[config.mk]
export PLATFORM = sky130hd
export DESIGN_NAME = rlbp_timing_top
export DESIGN_NICKNAME = d
export VERILOG_FILES = /design/src/logic/rlbp_pkg.sv /design/src/logic/rlbp_timing_top.sv /design/src/logic/rlbp_window_channel.sv /design/src/logic/rlbp_frame_counter.sv /design/src/logic/rlbp_wb_regs.sv
export SDC_FILE = /design/constraint.sdc
export NUM_CORES = 1
export LEC_CHECK = 0
export BUFFER_PORTS_ARGS = -buffer_cell sky130_fd_sc_hd__buf_2
export CAP_MARGIN = 20
export CORE_ASPECT_RATIO = 0.5
export CORE_MARGIN = 4
export CORE_UTILIZATION = 45
export CTS_BUF_LIST = sky130_fd_sc_hd__clkbuf_8
export CTS_CLUSTER_SIZE = 40
export DETAILED_ROUTE_END_ITERATION = 10
export SYNTH_ARGS = -nofsm -noshare
export SYNTH_HDL_FRONTEND = slang
export SYNTH_HIERARCHICAL = 1
export SYNTH_SLANG_ARGS = --single-unit
[constraint.sdc]
create_clock -name clk -period 4.25 [get_ports clk]
set_clock_uncertainty 0.2 [all_clocks]
set_input_delay 0.85 -clock clk [delete_from_list [all_inputs] [get_ports clk]]
set_output_delay 0.85 -clock clk [all_outputs]
set_load 0.005 [all_outputs]
[src/logic/rlbp_pkg.sv]
// rlbp timing core shared constants
// bus widths, register map and strobe channel order

package rlbp_pkg;

    // bus and datapath widths
    localparam int WB_DATA_W      = 32;
    localparam int TIME_W_DEFAULT = 12;  // time and period values
    localparam int NUM_CH         = 8;   // analog control strobes

    // adr[31:28] selects this macro
    localparam logic [3:0] REGION_ID = 4'd3;

    // register map, byte offsets inside the region
    // rise of channel n at 8n, fall of channel n at 8n+4
    localparam logic [WB_DATA_W-1:0] ADDR_UP_BASE   = 32'd0;
    localparam logic [WB_DATA_W-1:0] ADDR_DOWN_BASE = 32'd4;
    localparam logic [WB_DATA_W-1:0] ADDR_PERIOD    = 32'd64;  // frame period

    // strobe channel indices
    localparam int CH_VD1     = 0;
    localparam int CH_VD2     = 1;
    localparam int CH_SW1     = 2;
    localparam int CH_SW2     = 3;
    localparam int CH_SH      = 4;
    localparam int CH_SH_CMP  = 5;
    localparam int CH_SH_RST  = 6;
    localparam int CH_CNT_RST = 7;  // counter reset strobe

endpackage
[src/logic/rlbp_timing_top.sv]
`timescale 1ns/1ps
// rlbp programmable timing core
// wishbone register bank, frame counter and eight strobe channels

module rlbp_timing_top
    import rlbp_pkg::*;
#(
    parameter int TIME_W = TIME_W_DEFAULT
) (
    input  logic                 clk,
    input  logic                 rst,

    // wishbone slave
    input  logic                 wbs_cyc_i,
    input  logic                 wbs_stb_i,
    input  logic                 wbs_we_i,
    input  logic [3:0]           wbs_sel_i,
    input  logic [WB_DATA_W-1:0] wbs_adr_i,
    input  logic [WB_DATA_W-1:0] wbs_dat_i,
    output logic                 wbs_ack_o,
    output logic [WB_DATA_W-1:0] wbs_dat_o,

    // analog control strobes
    output logic                 vd1_o,
    output logic                 vd2_o,
    output logic                 sw1_o,
    output logic                 sw2_o,
    output logic                 sh_o,
    output logic                 sh_cmp_o,
    output logic                 sh_rst_o,
    output logic                 counter_rst_o
);

    logic [NUM_CH-1:0][TIME_W-1:0] time_up;
    logic [NUM_CH-1:0][TIME_W-1:0] time_down;
    logic [TIME_W-1:0]             period;
    logic                          restart;
    logic [TIME_W-1:0]             count;
    logic [NUM_CH-1:0]             strobe;

    rlbp_wb_regs #(
        .TIME_W (TIME_W)
    ) u_regs (
        .clk         (clk),
        .rst         (rst),
        .wbs_cyc_i   (wbs_cyc_i),
        .wbs_stb_i   (wbs_stb_i),
        .wbs_we_i    (wbs_we_i),
        .wbs_sel_i   (wbs_sel_i),
        .wbs_adr_i   (wbs_adr_i),
        .wbs_dat_i   (wbs_dat_i),
        .wbs_ack_o   (wbs_ack_o),
        .wbs_dat_o   (wbs_dat_o),
        .time_up_o   (time_up),
        .time_down_o (time_down),
        .period_o    (period),
        .restart_o   (restart)
    );

    rlbp_frame_counter #(
        .TIME_W (TIME_W)
    ) u_counter (
        .clk       (clk),
        .rst       (rst),
        .restart_i (restart),
        .period_i  (period),
        .count_o   (count)
    );

    // one window comparator per strobe
    for (genvar ch = 0; ch < NUM_CH; ch++) begin : g_ch
        rlbp_window_channel #(
            .TIME_W (TIME_W)
        ) u_ch (
            .clk         (clk),
            .rst         (rst),
            .count_i     (count),
            .time_up_i   (time_up[ch]),
            .time_down_i (time_down[ch]),
            .strobe_o    (strobe[ch])
        );
    end

    // strobe pins by channel index
    assign vd1_o         = strobe[CH_VD1];
    assign vd2_o         = strobe[CH_VD2];
    assign sw1_o         = strobe[CH_SW1];
    assign sw2_o         = strobe[CH_SW2];
    assign sh_o          = strobe[CH_SH];
    assign sh_cmp_o      = strobe[CH_SH_CMP];
    assign sh_rst_o      = strobe[CH_SH_RST];
    assign counter_rst_o = strobe[CH_CNT_RST];

endmodule

[src/logic/rlbp_window_channel.sv]
`timescale 1ns/1ps
// rlbp strobe channel
// drives one strobe high while the frame count sits inside its window

module rlbp_window_channel
    import rlbp_pkg::*;
#(
    parameter int TIME_W = TIME_W_DEFAULT
) (
    input  logic              clk,
    input  logic              rst,
    input  logic [TIME_W-1:0] count_i,
    input  logic [TIME_W-1:0] time_up_i,
    input  logic [TIME_W-1:0] time_down_i,
    output logic              strobe_o
);

    logic after_up;
    logic before_down;
    logic strobe_q;

    assign after_up    = (count_i >= time_up_i);
    assign before_down = (count_i < time_down_i);  // empty window when down <= up

    // registered, lags the count by one cycle
    always_ff @(posedge clk) begin
        if (rst) begin
            strobe_q <= 1'b0;
        end else begin
            strobe_q <= after_up && before_down;
        end
    end

    assign strobe_o = strobe_q;

endmodule

[src/logic/rlbp_frame_counter.sv]
`timescale 1ns/1ps
// rlbp frame counter
// free-running timebase from zero to period minus one

module rlbp_frame_counter
    import rlbp_pkg::*;
#(
    parameter int TIME_W = TIME_W_DEFAULT
) (
    input  logic              clk,
    input  logic              rst,
    input  logic              restart_i,
    input  logic [TIME_W-1:0] period_i,
    output logic [TIME_W-1:0] count_o
);

    logic [TIME_W-1:0] count_q;
    logic              frame_end;

    // last count of the frame
    // >= so a count above a shrunken period still wraps
    assign frame_end = (count_q >= period_i - TIME_W'(1));

    always_ff @(posedge clk) begin
        if (rst) begin
            count_q <= '0;
        end else if (restart_i) begin
            count_q <= '0;  // new period starts a fresh frame
        end else if (period_i == '0) begin
            count_q <= '0;  // counter parked
        end else if (frame_end) begin
            count_q <= '0;
        end else begin
            count_q <= count_q + TIME_W'(1);
        end
    end

    assign count_o = count_q;

endmodule

[src/logic/rlbp_wb_regs.sv]
`timescale 1ns/1ps
// rlbp timing register bank
// wishbone slave holding per-channel strobe edges and the frame period

module rlbp_wb_regs
    import rlbp_pkg::*;
#(
    parameter int TIME_W = TIME_W_DEFAULT
) (
    input  logic                           clk,
    input  logic                           rst,
    input  logic                           wbs_cyc_i,
    input  logic                           wbs_stb_i,
    input  logic                           wbs_we_i,
    input  logic [3:0]                     wbs_sel_i,
    input  logic [WB_DATA_W-1:0]           wbs_adr_i,
    input  logic [WB_DATA_W-1:0]           wbs_dat_i,
    output logic                           wbs_ack_o,
    output logic [WB_DATA_W-1:0]           wbs_dat_o,
    output logic [NUM_CH-1:0][TIME_W-1:0]  time_up_o,
    output logic [NUM_CH-1:0][TIME_W-1:0]  time_down_o,
    output logic [TIME_W-1:0]              period_o,
    output logic                           restart_o
);

    localparam int OFF_W    = WB_DATA_W - 4;    // offset bits below the region field
    localparam int CH_IDX_W = $clog2(NUM_CH);

    logic [OFF_W-1:0]    offset;
    logic [CH_IDX_W-1:0] ch_sel;
    logic                req_valid;
    logic                wr_en;
    logic                time_hit;
    logic                up_hit;
    logic                down_hit;
    logic                period_hit;
    logic [WB_DATA_W-1:0] rd_word;

    logic [NUM_CH-1:0][TIME_W-1:0] time_up_q;
    logic [NUM_CH-1:0][TIME_W-1:0] time_down_q;
    logic [TIME_W-1:0]             period_q;
    logic                          ack_q;
    logic [WB_DATA_W-1:0]          rdata_q;
    logic                          restart_q;

    // request decode
    assign req_valid = wbs_cyc_i && wbs_stb_i && (wbs_adr_i[31:28] == REGION_ID);
    assign wr_en     = req_valid && wbs_we_i && wbs_sel_i[0];  // only the low byte lane counts

    assign offset = wbs_adr_i[OFF_W-1:0];
    assign ch_sel = offset[CH_IDX_W+2:3];  // 8 bytes per channel

    // word aligned and inside the time register block
    assign time_hit   = (offset < OFF_W'(NUM_CH * 8)) && (offset[1:0] == 2'b00);
    assign up_hit     = time_hit && (offset[2:0] == ADDR_UP_BASE[2:0]);
    assign down_hit   = time_hit && (offset[2:0] == ADDR_DOWN_BASE[2:0]);
    assign period_hit = (offset == ADDR_PERIOD[OFF_W-1:0]);

    // read mux, zero extended, unmapped reads zero
    always_comb begin
        rd_word = '0;
        if (up_hit) begin
            rd_word[TIME_W-1:0] = time_up_q[ch_sel];
        end else if (down_hit) begin
            rd_word[TIME_W-1:0] = time_down_q[ch_sel];
        end else if (period_hit) begin
            rd_word[TIME_W-1:0] = period_q;
        end
    end

    // register writes
    always_ff @(posedge clk) begin
        if (rst) begin
            time_up_q   <= '0;
            time_down_q <= '0;
            period_q    <= '0;
        end else if (wr_en) begin
            if (up_hit) begin
                time_up_q[ch_sel] <= wbs_dat_i[TIME_W-1:0];
            end
            if (down_hit) begin
                time_down_q[ch_sel] <= wbs_dat_i[TIME_W-1:0];
            end
            if (period_hit) begin
                period_q <= wbs_dat_i[TIME_W-1:0];
            end
        end
    end

    // ack and read data go out together, one cycle after the request
    always_ff @(posedge clk) begin
        if (rst) begin
            ack_q   <= 1'b0;
            rdata_q <= '0;
        end else begin
            ack_q <= req_valid;  // no wait states
            if (req_valid) begin
                rdata_q <= rd_word;
            end
        end
    end

    // frame restart on every period write
    always_ff @(posedge clk) begin
        if (rst) begin
            restart_q <= 1'b0;
        end else begin
            restart_q <= wr_en && period_hit;
        end
    end

    assign wbs_ack_o   = ack_q;
    assign wbs_dat_o   = rdata_q;
    assign time_up_o   = time_up_q;
    assign time_down_o = time_down_q;
    assign period_o    = period_q;
    assign restart_o   = restart_q;

endmodule

==> summary.md <==
| Metric | Value |
|---|---|
| Worst-Skew Late Latency | approximately 0.57 ns |
| Post-route ant nets | 0 |
| Largest net degree at the start of global routing | 103 |
| XOR/XNOR share of the synthesized area | 0.01102 |
| Clock period minus worst slack | 3.271 ns |
| Pins Over Slew Limit | 0 |
| Fin nets | about 2100 |
| Routed Wire Length | about 51 mm |
| Most common cell in the netlist | nor2_1 |
| WP data required | 4.44 ns |
| Element type at the critical path start | register |
| Maximum clock rate | roughly 300 MHz |
| Setup CP Type | register to register |
| Area share of and/or/nand/nor cells after synthesis | 0.1533 |
| CTS Buf Count | 40 |
| Register area | ~4800 um2 |
| Layout cells sized above 1 | 0.1495 |
| Hold Path Class | register to register |
| Predominant post-synthesis flop cell | dfxtp_1 |
| Unrepaired setup endpoints after global routing | false |
| Cts repair resizes | 0 |
| Most frequent cells after synthesis | 241 x nor2_1, 238 x dfxtp_1, 214 x mux2i_1 |
| Least-Margin Pin Slew | approximately 1.2 ns |
| Peak supply drop | ~170 uV |
| Clk slew on worst S/H paths | 0.07 ns |
| Area delta synth->final | 10.86% |
| I/O pin total | 114 |
| Max Cap Violations | 0 |
| Final critical-path share of the clock period | 0.7697 |
| Largest family of logic cells by synthesized area | multiplexers |
| Hold_buf cts | 0 |
| Clock sink total | about 240 |
| Final hold violation count | 0 |
| Die Wd | 273.7 um |
| Vias in the first global route | around 12000 |
| Final setup vio count | 0 |
| Pleak | between 8 and 9 nW |
| Setup Buffers After CTS | 0 |
| Post-synthesis instance area | between 15000 and 20000 um2 |
| Core ar. | 34650 um2 |
| # rows | 48 |
| Critical path arrival | 3.46 ns |
| Wire per inst | about 22 um |
| Seq/Total Area, Yosys | 0.2999 |
| Ys Warns | 6 |
| RD Place Congestion | about 1.0 |
| Die area | roughly 39000 um2 |
| TritonCTS clock tree | yes |
| 1st-iter DRT viols | 1177 |
| DRC | 0 |
| Top-area cell type share of the netlist area | 0.2999 |
| Seq cells post-synth | around 240 |
| IO Port Bufs | 70 |
| Share of the core filled with cells | 0.5083 |
| PwrDens | 268.6 nW/um2 |
| Mux contribution to synthesized area | 0.1788 |
| Outcome | finished, final reports clean |
| GRT Util Overall | 0.2600 |
| CTS Root Cell | clkbuf_8 |
| Initial core utilization | 0.4585 |
| Die H | roughly 140 um |
| Area leader, netlist | dfxtp_1 |
| Initial antenna violation count | 6 |
| Design Power | about 4.7 mW |
| Post-synth EDFFs | 0 |
| # fillers | between 3000 and 4000 |
| Cell variety after synth | 71 |
| Area fraction in compound gates after synthesis | 0.1122 |
| Worst Setup End Kind | register |
| Worst rel slew slack | 0.1871 |
| Via count | ~13000 |
| CTS H-tree depth | 2 |
| DP Wirelength | approximately 38 mm |
| CTS max path bufs | 3 |
| Post-synthesis async set-or-reset flop share | 0 |
| Multi-input gate area | 9806 um2 |
| First-pass GRT wire length | roughly 76 mm |
| Detailed Routing Iterations Pass 1 | 5 |
| CP max FO | 9 |
| Synth area leaders | dfxtp_1 30%, ha_1 16%, mux2i_1 13% |
| Setup TNS | 0 ns |
| Post-Synthesis Cells | about 1700 |
| Total gr overflow | 0 |
| Vias per cell | about 5.6 |
| Synth Area in Adders | 0.1567 |
| Syn_area_per_cell | approximately 9 um2 |
## cell usage in the layout (no fill, tap or decap), types with 22 or more instances in the layout
| master | Yosys | final |
|---|---|---|
| nand2_1 | 30 | 30 |
| o21ai_0 | 24 | 24 |
| nand4_1 | 52 | 52 |
| a21oi_1 | 44 | 44 |
| a21o_1 | 33 | 33 |
| nor2_1 | 241 | 241 |
| buf_2 | 45 | 69 |
| a221oi_1 | 22 | 22 |
| mux2_2 | 22 | 22 |
| mux2i_1 | 214 | 214 |
| buf_4 | 24 | 56 |
| nand3_1 | 25 | 25 |
| nor3_1 | 28 | 28 |
| inv_1 | 200 | 208 |
| clkbuf_8 | 0 | 56 |
| dfxtp_1 | 238 | 238 |
| ha_1 | 199 | 199 |
## worst paths after layout
kind              depth (start not counted)                     to  slack [ns]                  from
hold reg to reg                           2    u_regs/wbs_dat_o[6]        0.30   u_regs/wbs_dat_o[6]
setup reg to reg                          7  g_ch[7].u_ch/strobe_o        0.98  u_counter/count_o[0]
setup / recovery                          7  g_ch[7].u_ch/strobe_o        0.98  u_counter/count_o[0]
hold / removal                            2    u_regs/wbs_dat_o[6]        0.30   u_regs/wbs_dat_o[6]
## metrics by stage
step           hold slack [ns]  setup WS [ns]  area (um2)  std cells
6_report                0.3030         0.9787       17610       2320
2_1_floorplan           0.2442          1.486       15960       1763
5_1_grt                 0.3229         0.7567       17610       2318
4_1_cts                 0.2993          1.102       17600       2315
3_3_place_gp            0.2879         0.7220       16760       2247
3_5_place_dp            0.2907         0.7037       16760       2247
## critical path, cell delays in order (launching register included)
cell and delay [ns]:
dfxtp_1 0.58, inv_1 0.09, ha_1 0.31, nand2b_4 0.14
a2111oi_2 0.38, a2111oi_1 0.16, a2111oi_1 1.08, nor3_1 0.14
## layout make-up
type,count,share of cell area
Multi-Input combinational cell,1204,0.5567
Clock buffer,56,0.04376
Clock inverter,12,0.004262
Antenna cell,5,0.0007103
Sequential cell,238,0.2705
Tap cell,475,0.03374
Inverter,201,0.04283
Timing Repair Buffer,129,0.04752
## metal layers
layer | up-vias | part of all wire | GRT usage
li1 | 6286 | - | -
met1 | 6222 | 0.47 | 0.3579
met2 | 365 | 0.44 | 0.4020
met3 | 82 | 0.073 | 0.07007
met4 | 8 | 0.021 | 0.07178
met5 | - | 0.0021 | 0.01378
## power by group
part           total, mW  internal [mW]  switching [mW]
Combinational      0.278         0.0714           0.207
Clock               2.22           1.22            1.00
Sequential          2.23           2.23        0.000213
## state kept, by name (all words and copies together), names as in the netlist
| register | count |
|---|---|
| u_regs/wbs_dat_o | 12 |
| u_regs/wbs_ack_o | 1 |
| u_regs/time_up_o | 96 |
| u_counter/count_o | 12 |
| u_regs/restart_o | 1 |
| g_ch.u_ch/strobe_o | 8 |
| u_regs/period_o | 12 |
| u_regs/time_down_o | 96 |
## kinds of logic after synthesis
logic type / count (synthesis)
AND/OR/NAND/NOR: 474
adder cells (fa/ha/maj): 199
other: 1
flip-flops: 238
buffers and inverters: 321
AO/OA/AOI/OAI: 235
XOR/XNOR: 20
multiplexers: 256
No activity file was read; power rests on OpenSTA's default activity.
